File: config.mk
export PLATFORM = sky130hd
export DESIGN_NAME = motion_csr_apb
export DESIGN_NICKNAME = d
export VERILOG_FILES = /design/src/design/motion_pkg.sv /design/src/design/motion_csr_apb.sv
export SDC_FILE = /design/constraint.sdc
export NUM_CORES = 1
export LEC_CHECK = 0
export BUFFER_PORTS_ARGS = -buffer_cell sky130_fd_sc_hd__buf_2
export CAP_MARGIN = 20
export CORE_ASPECT_RATIO = 0.6
export CORE_UTILIZATION = 31
export DETAILED_ROUTE_END_ITERATION = 6
export HOLD_SLACK_MARGIN = 0.15
export PLACE_DENSITY_LB_ADDON = 0.3
export SLEW_MARGIN = 20
export SYNTH_ARGS = -nofsm -noshare
export SYNTH_HDL_FRONTEND = slang
export SYNTH_SLANG_ARGS = --single-unit
File: constraint.sdc
create_clock -name cmos_pclk -period 1.3 [get_ports cmos_pclk]
set_input_delay 0.26 -clock cmos_pclk [delete_from_list [all_inputs] [get_ports cmos_pclk]]
set_output_delay 0.26 -clock cmos_pclk [all_outputs]
set_load 0.01 [all_outputs]
File: src/design/motion_pkg.sv
package motion_pkg;

	//////////////////////////////////////////////////////////////////////
	// image constants
	//////////////////////////////////////////////////////////////////////
	localparam int PIX_W     = 8;    // grey sample width
	localparam int NUM_BANKS = 3;    // cur, prev, old

	typedef logic [PIX_W-1:0] pixel_t;
	typedef logic [1:0]       bank_idx_t;    // 0..2 only

	localparam pixel_t PIX_BLACK = 8'h00;    // motion marker
	localparam pixel_t PIX_WHITE = 8'hFF;    // still background

	//////////////////////////////////////////////////////////////////////
	// csr map
	//////////////////////////////////////////////////////////////////////
	localparam int APB_ADDR_W = 4;

	localparam logic [APB_ADDR_W-1:0] CSR_CTRL_ADDR   = 4'h0;    // [0] diff_mode
	localparam logic [APB_ADDR_W-1:0] CSR_THRESH_ADDR = 4'h4;    // [7:0] threshold
	localparam logic [APB_ADDR_W-1:0] CSR_STATUS_ADDR = 4'h8;    // [8] primed, [7:0] count

	localparam pixel_t DEFAULT_THRESH    = 8'd20;
	localparam logic   DEFAULT_DIFF_MODE = 1'b1;

	// sensor side stream, one sample per pclk while href
	typedef struct packed {
		logic   vsync;    // high for the whole frame
		logic   href;     // pixel qualifier
		pixel_t pixel;
	} cam_pix_t;

	// same address across the three stored frames
	typedef struct packed {
		logic   vsync;
		logic   valid;
		pixel_t cur;     // incoming frame
		pixel_t prev;    // one frame back
		pixel_t old;     // two frames back
	} pix_triple_t;

	typedef struct packed {
		logic   vsync;
		logic   valid;
		pixel_t pixel;
	} pix_out_t;

endpackage
File: src/design/motion_csr_apb.sv
`timescale 1ns/1ps

module motion_csr_apb (
	input  logic                              cmos_pclk,
	input  logic                              locked,
	input  logic                              psel_i,
	input  logic                              penable_i,
	input  logic                              pwrite_i,
	input  logic [motion_pkg::APB_ADDR_W-1:0] paddr_i,
	input  logic [31:0]                       pwdata_i,
	output logic [31:0]                       prdata_o,
	output logic                              pready_o,
	output logic                              pslverr_o,
	input  logic                              primed_i,
	input  motion_pkg::pixel_t                frame_count_i,
	output logic                              diff_mode_o,
	output motion_pkg::pixel_t                threshold_o
);
	import motion_pkg::*;

	logic   diff_mode_q;
	pixel_t thresh_q;
	logic   access;      // apb access phase
	logic   addr_hit;    // one of the three registers
	logic   wr_ro;       // write to read-only status
	logic   bad;

	assign access = psel_i & penable_i;

	//////////////////////////////////////////////////////////////////////
	// decode and read mux
	//////////////////////////////////////////////////////////////////////
	always_comb begin
		addr_hit = 1'b1;
		prdata_o = '0;
		case (paddr_i)
			CSR_CTRL_ADDR:   prdata_o[0]   = diff_mode_q;
			CSR_THRESH_ADDR: prdata_o[7:0] = thresh_q;
			CSR_STATUS_ADDR: prdata_o[8:0] = {primed_i, frame_count_i};
			default:         addr_hit      = 1'b0;
		endcase
	end

	assign wr_ro     = pwrite_i & (paddr_i == CSR_STATUS_ADDR);
	assign bad       = ~addr_hit | wr_ro;
	assign pslverr_o = access & bad;    // only in access phase
	assign pready_o  = 1'b1;            // zero wait states

	//////////////////////////////////////////////////////////////////////
	// control registers
	//////////////////////////////////////////////////////////////////////
	always_ff @(posedge cmos_pclk or negedge locked) begin
		if (!locked) begin
			diff_mode_q <= DEFAULT_DIFF_MODE;
			thresh_q    <= DEFAULT_THRESH;
		end else if (access && pwrite_i && !bad) begin
			case (paddr_i)
				CSR_CTRL_ADDR:   diff_mode_q <= pwdata_i[0];
				CSR_THRESH_ADDR: thresh_q    <= pwdata_i[7:0];
				default:         thresh_q    <= thresh_q;    // status is ro
			endcase
		end
	end

	// straight from the regs, datapath sees it next edge
	assign diff_mode_o = diff_mode_q;
	assign threshold_o = thresh_q;

endmodule

==> results of run 1 <==
## flip-flops by register name, indices dropped and copies added (netlist names)
| register | flops |
|---|---|
| diff_mode_o | 1 |
| threshold_o | 8 |
## repair_timing
item | CTS | global route
hold buffers | 1 | 0
setup endpoints to repair | 9 | 9
gates cloned | 0 | 1
pin swaps | 3 | 3
resized for setup | 5 | 9
setup buffers | 3 | 0
hold endpoints to repair | 9 | 0
## power by group through the flow
stage	registers [W]	logic [W]	clock network, W
4_1_cts	0.000353	0.000268	0.000336
5_1_grt	0.000361	0.000310	0.000354
3_3_place_gp	0.000356	0.000241	0
2_1_floorplan	0.000374	0.000167	0
3_5_place_dp	0.000356	0.000246	0
6_report	0.000355	0.000280	0.000324
## cells in the mapped netlist
master	n
sky130_fd_sc_hd__a22oi_1	7
sky130_fd_sc_hd__mux2i_1	1
sky130_fd_sc_hd__dfstp_2	3
sky130_fd_sc_hd__nor2_1	9
sky130_fd_sc_hd__buf_4	25
sky130_fd_sc_hd__dfrtp_1	6
sky130_fd_sc_hd__o21ai_0	1
sky130_fd_sc_hd__nand3_1	1
sky130_fd_sc_hd__clkbuf_1	2
sky130_fd_sc_hd__nand2_1	2
sky130_fd_sc_hd__and3_1	2
sky130_fd_sc_hd__mux2_2	9
sky130_fd_sc_hd__conb_1	2
sky130_fd_sc_hd__or2_2	2
sky130_fd_sc_hd__and2b_1	2
sky130_fd_sc_hd__nand3_4	1
sky130_fd_sc_hd__a21oi_1	2
## routing by layer
layer	vias up	wire [um]
li1	314	-
met3	0	127
met5	-	0
met4	0	0
met2	39	753
met1	290	784
## area by class of cell
cell class	instances	area, um^2	area share
flip-flops and latches	9	229	0.224
well taps	30	37.5	0.0367
repair buffers	52	293	0.286
multi-input cells	64	418	0.409
clock buffers	4	45.0	0.0441
## critical path: stages, from the launching register on
cell and delay [ns]:
sky130_fd_sc_hd__dfstp_2 0.53, sky130_fd_sc_hd__mux2i_1 0.06, sky130_fd_sc_hd__or2_4 0.23, sky130_fd_sc_hd__a21oi_2 0.10
sky130_fd_sc_hd__buf_2 0.14
## cells in the final DEF, fill, tap and decap left out
| cell type | count |
|---|---|
| sky130_fd_sc_hd__a22oi_1 | 3 |
| sky130_fd_sc_hd__a21oi_1 | 1 |
| sky130_fd_sc_hd__nand3_1 | 1 |
| sky130_fd_sc_hd__and3_1 | 2 |
| sky130_fd_sc_hd__mux2i_1 | 1 |
| sky130_fd_sc_hd__dfstp_2 | 3 |
| sky130_fd_sc_hd__dfrtp_1 | 6 |
| sky130_fd_sc_hd__nor2_1 | 8 |
| sky130_fd_sc_hd__nor2_2 | 1 |
| sky130_fd_sc_hd__and2b_4 | 2 |
| sky130_fd_sc_hd__clkbuf_1 | 1 |
| sky130_fd_sc_hd__a21oi_2 | 1 |
| sky130_fd_sc_hd__and2b_2 | 1 |
| sky130_fd_sc_hd__conb_1 | 24 |
| sky130_fd_sc_hd__o21ai_0 | 1 |
| sky130_fd_sc_hd__buf_4 | 7 |
| sky130_fd_sc_hd__clkbuf_8 | 3 |
| sky130_fd_sc_hd__a22oi_2 | 4 |
| sky130_fd_sc_hd__buf_2 | 43 |
| sky130_fd_sc_hd__dlygate4sd3_1 | 1 |
| sky130_fd_sc_hd__mux2_2 | 9 |
| sky130_fd_sc_hd__nand3_4 | 1 |
| sky130_fd_sc_hd__or2_4 | 2 |
| sky130_fd_sc_hd__buf_8 | 1 |
| sky130_fd_sc_hd__nand2_1 | 2 |
## kinds of logic after synthesis
family          Yosys count  synth area share
simple gates             19             0.145
other cells               2            0.0105
mux                      10             0.156
buf+inv                  27             0.273
compound gates           10            0.0946
flops                     9             0.320
## per-stage QoR
stage | TNS [ns] | cells
global placement | -2.34 | 150
floorplan | 0 | 99
detailed placement | -2.49 | 150
CTS | -0.324 | 158
finish | -0.266 | 159
global route | -0.529 | 159
## final timing paths
check                                     from              to  slack (ns)  cells after the start
worst min register to register  threshold_o[0]  threshold_o[0]        0.53                      1
min in group asynchronous               locked  threshold_o[7]        0.41                      2
worst min-delay path               pwdata_i[1]  threshold_o[1]        0.26                      2
worst max register to register  threshold_o[2]  threshold_o[2]        0.47                      2
worst max-delay path               diff_mode_o     prdata_o[0]       -0.24                      4
max in group asynchronous               locked  threshold_o[4]        0.64                      2
==> flow_summary.json, run 1 <==
{
  "area_fraction_of_the_dominant_cell_type_after_synthesis": 0.263,
  "floorplan.initialDensity": 0.330,
  "worst_ep_required_time_ns": 1.04,
  "setup.worst_path.class": "flip-flop to primary output",
  "die_area_um2": 2510,
  "ys.warnings.count": 0,
  "first_global_vias": 518,
  "port_buffers": 44,
  "largest_buffer_count_on_any_clock_path": 2,
  "worst_setup_hold_path_clk_slew_ns": 0.05,
  "clock_tree_from_tritoncts": "built",
  "globalRouteMet2Util": 0.221,
  "cp-end-kind": "primary output",
  "ir_worst_vdd_mv": 0.445,
  "count_of_final_hold_check_violations": 0,
  "placed_area_um2": 896,
  "p_per_area_nw_per_um2": 938,
  "clkSinkCount": 9,
  "global_route.usage.met1": 0.179,
  "viasPerCell": 4.04,
  "drt_first_iter_violations": 5,
  "total_cts_buffers": 3,
  "average_size_of_a_mapped_cell_um2": 9.28,
  "drt_pass1_iterations": 4,
  "top_usage_layer": "met2",
  "post_synth_instance_area_um2": 714,
  "syn_inst": 77,
  "netlist-cell-type-count": 17,
  "cellLeakagePower_nw": 0.572,
  "grt_util_all_layers": 0.141,
  "rsz_0062_raised_after_global_routing": "true",
  "timing.critical_path.from_type": "flip-flop",
  "setup_viols_final": 3,
  "pin_count_of_the_biggest_net_entering_global_routing": 10,
  "top_level_ports": 93,
  "global_route.overflow_total": 0,
  "power.share.combinational": 0.292,
  "timing.final.ws_setup_ns": -0.240,
  "die-height_um": 39.2,
  "remaining_drc_errors": 0,
  "fillerInstances": 212,
  "finalWeightedCongestion": 0.668,
  "critical_path_arrival_ns": 1.28,
  "ys_ff_latch": 9,
  "syn2layout_area_growth_pct": 43.1,
  "fmaxAchievable_mhz": 649,
  "crit_fanout": 2,
  "internal-power_w": 0.000682,
  "die_width_um": 64.0,
  "power.net_switching_w": 0.000277,
  "clkLatencyLatePin_ns": 0.23,
  "final.setup_skew_ns": 0,
  "final_min_period_over_clock_period": 1.18,
  "hold_path_class": "input port to flip-flop",
  "status": "finished, violations left",
  "place_worst_setup_slack_ns": -0.168,
  "final_design_area_no_fill_um2": 1020,
  "htreeDepth": 1,
  "switching_fraction_of_total_power": 0.289,
  "clk_root_buffer_cell": "sky130_fd_sc_hd__clkbuf_8",
  "clock_power_share": 0.338,
  "placementRows": 13,
  "detail-route-antenna-nets": 0,
  "grt_antenna_before_repair": 0,
  "post-route-min-period_ns": 1.54,
  "post_synth_main_area_contributors": "sky130_fd_sc_hd__buf_4 26%, sky130_fd_sc_hd__dfrtp_1 21%, sky130_fd_sc_hd__mux2_2 14%",
  "pins_over_their_slew_limit": 0,
  "ys_seq_area_frac": 0.320,
  "fin_total_pwr_w": 0.000959,
  "diodes": 0,
  "violations": "negative setup slack",
  "final_net_count": 180,
  "placeable_core_region_um2": 2160,
  "grt_first_pass_wirelength_mm": 2.46,
  "met3_usage_in_global_routing": 0.0441,
  "p_seq_frac": 0.370,
  "synthDominantAreaCellType": "sky130_fd_sc_hd__buf_4",
  "vias": 643,
  "post_drt_wl_per_cell_um": 10.5,
  "worst_slack_on_hold_paths_ns": 0.261,
  "placed_wire_length_estimate_mm": 1.26,
  "layout-drive-gt1-share": 0.605,
  "utilization": 0.473,
  "cap_viol_max_count": 0,
  "wl_mm": 1.67
}
No activity file was read; power rests on OpenSTA's default activity.
==> run 2: changes to the inputs <==
- REMOVE_ABC_BUFFERS: unset -> 1
==> run 2 against run 1 <==
Compared with the run above:
- clock-buffer cell count did not move
- power is essentially flat
- largest cell class unchanged
- global-route usage down 2.4 points
- worst hold slack improved by 0.0024 ns
- utilization up 0.17 points
- wire length is 1.4% lower
- the flow still finishes with violations (negative setup slack)
- sequential cell count stayed put
- worst setup slack got worse by 0.0027 ns
- non-clock buffer count unchanged
- via count rose by 2.6%
==> flow_summary.json, run 2 (synthesis results as in run 1) <==
{
  "clock_tree_from_tritoncts": "built",
  "utilization": 0.474,
  "worst_setup_hold_path_clk_slew_ns": 0.04,
  "placed_cells": 149,
  "die_width_um": 64.0,
  "worst_ep_required_time_ns": 1.04,
  "register_area_um2": 229,
  "post-route-min-period_ns": 1.54,
  "fmaxAchievable_mhz": 648,
  "layout-drive-gt1-share": 0.605,
  "setup_viols_final": 3,
  "pins_over_their_slew_limit": 0,
  "timing.critical_path.from_type": "flip-flop",
  "timing.critical_path.max_delay_family": "flip-flops",
  "htreeDepth": 1,
  "placeable_core_region_um2": 2160,
  "fillerInstances": 203,
  "most_common_cell_after_layout_fill_and_taps_aside": "sky130_fd_sc_hd__buf_2",
  "cp-end-kind": "primary output",
  "die_area_um2": 2510,
  "clkSinkCount": 9,
  "drt_pass1_iterations": 4,
  "diodes": 0,
  "die-height_um": 39.2,
  "post_drt_wl_per_cell_um": 10.3,
  "p_per_area_nw_per_um2": 935,
  "violations": "negative setup slack",
  "final_min_period_over_clock_period": 1.19,
  "crit_fanout": 2,
  "rsz_0062_raised_after_global_routing": "true",
  "layout.cells.non_filler": 159,
  "timing.final.ws_setup_ns": -0.242,
  "pin_count_of_the_biggest_net_entering_global_routing": 10,
  "placementRows": 13,
  "wl_mm": 1.64,
  "first_global_vias": 452,
  "finalWeightedCongestion": 0.613,
  "worst-path-buf-inv": 1,
  "largest_register_ff_count": 8,
  "clk_root_buffer_cell": "sky130_fd_sc_hd__clkbuf_8",
  "final.setup_skew_ns": 0,
  "total_cts_buffers": 3,
  "status": "finished, violations left",
  "vias": 660,
  "critical_path_arrival_ns": 1.28,
  "most-common-layout-cells": "43 x sky130_fd_sc_hd__buf_2, 24 x sky130_fd_sc_hd__conb_1, 9 x sky130_fd_sc_hd__nor2_1, 9 x sky130_fd_sc_hd__mux2_2, 7 x sky130_fd_sc_hd__buf_4",
  "count_of_final_hold_check_violations": 0,
  "hold_path_class": "input port to flip-flop",
  "cp_cell_sequence": "mux2i_1, or2_4, a21oi_2, buf_2",
  "floorplan.initialDensity": 0.330,
  "grt_antenna_before_repair": 0,
  "drt_first_iter_violations": 16,
  "final_net_count": 180,
  "place_worst_setup_slack_ns": -0.111,
  "largest_buffer_count_on_any_clock_path": 2,
  "port_buffers": 44,
  "placed_wire_length_estimate_mm": 1.28,
  "critical_path.slowest_cell": "sky130_fd_sc_hd__dfstp_2",
  "cellLeakagePower_nw": 0.573,
  "ir_worst_vdd_mv": 0.726,
  "remaining_drc_errors": 0,
  "setup-tns-final_ns": -0.305,
  "detail-route-antenna-nets": 0,
  "final_design_area_no_fill_um2": 1030,
  "cap_viol_max_count": 0,
  "global_route.overflow_total": 0,
  "viasPerCell": 4.15,
  "cp_slowest_stage_delay_ns": 0.52,
  "top_level_ports": 93,
  "syn2layout_area_growth_pct": 43.6,
  "grt_util_all_layers": 0.117,
  "setup.worst_path.class": "flip-flop to primary output",
  "clkLatencyLatePin_ns": 0.23,
  "grt_first_pass_wirelength_mm": 2.06,
  "placed_area_um2": 882,
  "multi_input_comb_area_um2": 422
}
-- run 2: worst register-to-register path, stage by stage (launching register included) --
cell                      delay (ns)
sky130_fd_sc_hd__dfstp_2        0.55
sky130_fd_sc_hd__buf_4          0.12
sky130_fd_sc_hd__mux2_2         0.13
-- run 2: layer usage --
| metal | part of all wire | track usage |
|---|---|---|
| met1 | 0.47 | 0.162 |
| met2 | 0.43 | 0.160 |
| met3 | 0.085 | 0.0382 |
| met4 | 0.013 | 0.0625 |
| met5 | 0 | 0 |
-- run 2: layout make-up --
class	count	area share
Sequential cell	9	0.223
Timing Repair Buffer	52	0.285
Multi-Input combinational cell	64	0.411
Clock buffer	4	0.0439
Tap cell	30	0.0366
-- run 2: path summary, 6_finish.rpt --
| path | slack [ns] | to | start | cells past startpoint |
|---|---|---|---|---|
| max reg2reg | 0.45 | threshold_o[4] | threshold_o[4] | 2 |
| min | 0.26 | threshold_o[3] | pwdata_i[3] | 2 |
| min reg2reg | 0.55 | threshold_o[0] | threshold_o[0] | 1 |
| max | -0.24 | prdata_o[0] | diff_mode_o | 4 |
| max in group asynchronous | 0.64 | threshold_o[4] | locked | 2 |
| min in group asynchronous | 0.41 | threshold_o[3] | locked | 2 |
-- run 2: what timing repair did --
item | CTS | global route
gates cloned | 0 | 1
setup buffers | 3 | 1
pin swaps | 1 | 5
endpoints found under the hold margin | 9 | 0
hold buffers | 1 | 0
gates resized for setup | 5 | 10
endpoints found under the setup margin | 9 | 8
-- run 2: per-stage QoR --
| step | power [W] | hold slack, ns |
|---|---|---|
| 2_1_floorplan | 0.000480 | -0.0356 |
| 3_3_place_gp | 0.000595 | 0.116 |
| 3_5_place_dp | 0.000600 | 0.118 |
| 4_1_cts | 0.000945 | 0.259 |
| 5_1_grt | 0.00102 | 0.259 |
| 6_report | 0.000960 | 0.263 |
-- run 2: power by group --
part	internal, W	switching (W)	leakage, nW
Clock	0.000213	0.000101	0.0228
Combinational	0.000144	0.000139	0.439
Sequential	0.000328	0.0000344	0.111
==> run 3: changes to the inputs <==
- GPL_TIMING_DRIVEN: unset -> 0
==> run 3 against run 2 <==
Compared with the run above:
- the flow still finishes with violations (negative setup slack)
- clock skew is the same
- utilization shrank 0.64 points
- via count shrank 1.8%
- fmax shrank 1.3%
- wire length grew 1.3%
- register-to-register slack lost 0.06 ns
- power grew 0.20%
- clock-buffer cell count is the same
- critical path depth is the same
- worst setup slack lost 0.020 ns
- largest power group unchanged
==> flow_summary.json, run 3 (synthesis results as in run 1) <==
{
  "status": "finished, violations left",
  "violations": "negative setup slack",
  "vias": 648,
  "setup.worst_path.class": "flip-flop to primary output",
  "clkLatencyLatePin_ns": 0.23,
  "viasPerCell": 4.15,
  "power.net_switching_w": 0.000276,
  "drt_pass1_iterations": 4,
  "clk_root_buffer_cell": "sky130_fd_sc_hd__clkbuf_8",
  "diodes": 0,
  "grt_antenna_before_repair": 0,
  "switching_fraction_of_total_power": 0.287,
  "placementRows": 13,
  "cp-end-kind": "primary output",
  "crit_fanout": 2,
  "port_buffers": 44,
  "hold_path_class": "input port to flip-flop",
  "die_width_um": 64.0,
  "largest_buffer_count_on_any_clock_path": 2,
  "setup_viols_final": 6,
  "die_area_um2": 2510,
  "placed_wire_length_estimate_mm": 1.29,
  "drt_first_iter_violations": 14,
  "pin_count_of_the_biggest_net_entering_global_routing": 10,
  "timing.final.ws_setup_ns": -0.263,
  "rsz_0062_raised_after_global_routing": "true",
  "most-common-layout-cells": "42 x sky130_fd_sc_hd__buf_2, 24 x sky130_fd_sc_hd__conb_1, 9 x sky130_fd_sc_hd__mux2_2",
  "layout-drive-gt1-share": 0.603,
  "die-height_um": 39.2,
  "grt_first_pass_wirelength_mm": 2.24,
  "final.setup_skew_ns": 0,
  "critical_path_arrival_ns": 1.30,
  "grt_util_all_layers": 0.123,
  "total_cts_buffers": 3,
  "placeable_core_region_um2": 2160,
  "timing.critical_path.from_type": "flip-flop",
  "utilization": 0.468,
  "remaining_drc_errors": 0,
  "detail-route-antenna-nets": 0,
  "post_drt_wl_per_cell_um": 10.7,
  "fmaxAchievable_mhz": 640,
  "clock_power_share": 0.326,
  "clkSinkCount": 9,
  "clock_tree_from_tritoncts": "built",
  "htreeDepth": 1,
  "wl_mm": 1.66,
  "cellLeakagePower_nw": 0.558,
  "ir_worst_vdd_mv": 0.542,
  "pins_over_their_slew_limit": 0,
  "largest_register_ff_count": 8,
  "syn2layout_area_growth_pct": 41.7,
  "cap_viol_max_count": 0,
  "first_global_vias": 500,
  "worst_setup_hold_path_clk_slew_ns": 0.04,
  "place_worst_setup_slack_ns": -0.107,
  "most_common_cell_after_layout_fill_and_taps_aside": "sky130_fd_sc_hd__buf_2",
  "floorplan.initialDensity": 0.330,
  "worst_ep_required_time_ns": 1.04,
  "global_route.overflow_total": 0,
  "final_net_count": 177,
  "p_per_area_nw_per_um2": 950,
  "top_level_ports": 93,
  "power.share.combinational": 0.296,
  "p_seq_frac": 0.378,
  "count_of_final_hold_check_violations": 0,
  "internal-power_w": 0.000685,
  "finalWeightedCongestion": 0.600,
  "post-route-min-period_ns": 1.56,
  "final_min_period_over_clock_period": 1.20
}
-- run 3: cell count changes in the layout (fill, tap and decap cells not counted), sizes merged --
cell	delta
buf	-3
-- run 3: timing repair --
action,in CTS,in global routing
setup endpoints to repair,9,9
gates resized for setup,7,10
endpoints found under the hold margin,9,0
buffers inserted,2,2
gates cloned,0,1
pin swaps,2,9
hold buffers,1,0
-- run 3: power by group through the flow --
| stage | combinational [W] | clock (W) | sequential [W] |
|---|---|---|---|
| global placement | 0.000222 | 0 | 0.000363 |
| floorplan | 0.000107 | 0 | 0.000374 |
| global route | 0.000314 | 0.000338 | 0.000367 |
| finish | 0.000285 | 0.000313 | 0.000363 |
| CTS | 0.000250 | 0.000323 | 0.000360 |
| detailed placement | 0.000225 | 0 | 0.000365 |
-- run 3: path summary, 6_finish.rpt --
path | from | end | slack (ns) | cells past startpoint
min reg2reg | threshold_o[0] | threshold_o[0] | 0.53 | 1
max | diff_mode_o | prdata_o[0] | -0.26 | 4
min in group asynchronous | locked | threshold_o[5] | 0.40 | 2
min | pwdata_i[5] | threshold_o[5] | 0.27 | 2
max in group asynchronous | locked | threshold_o[2] | 0.66 | 2
max reg2reg | diff_mode_o | diff_mode_o | 0.39 | 3
-- run 3: final cells by class --
| class | instances | area, um^2 |
|---|---|---|
| clock buffer | 4 | 45.0 |
| fill | 216 | 1150 |
| multi-input combinational | 64 | 424 |
| sequential | 9 | 229 |
| tap | 30 | 37.5 |
| timing repair buffer | 49 | 277 |
-- run 3: critical path, cell delays in order, from the launching register on --
cell and delay, ns:
sky130_fd_sc_hd__dfstp_2 0.52, sky130_fd_sc_hd__mux2i_1 0.07, sky130_fd_sc_hd__or2_4 0.23, sky130_fd_sc_hd__a21oi_2 0.12
sky130_fd_sc_hd__buf_2 0.13
-- run 3: through the flow --
step | cells | area, um^2 | hold slack (ns) | TNS, ns | total power (W)
finish | 156 | 1010 | 0.266 | -0.366 | 0.000961
global route | 156 | 1010 | 0.266 | -0.653 | 0.00102
floorplan | 72 | 602 | -0.0356 | -0.0411 | 0.000480
CTS | 153 | 946 | 0.262 | -0.349 | 0.000933
detailed placement | 146 | 860 | 0.117 | -1.29 | 0.000591
global placement | 146 | 860 | 0.112 | -1.08 | 0.000584
-- run 3: layer usage --
layer,GRT usage,routed length [um],up-vias
met2,0.194,755,36
met4,0.0341,0,0
met1,0.169,783,300
li1,-,-,312
met5,0,0,-
met3,0.0265,124,0
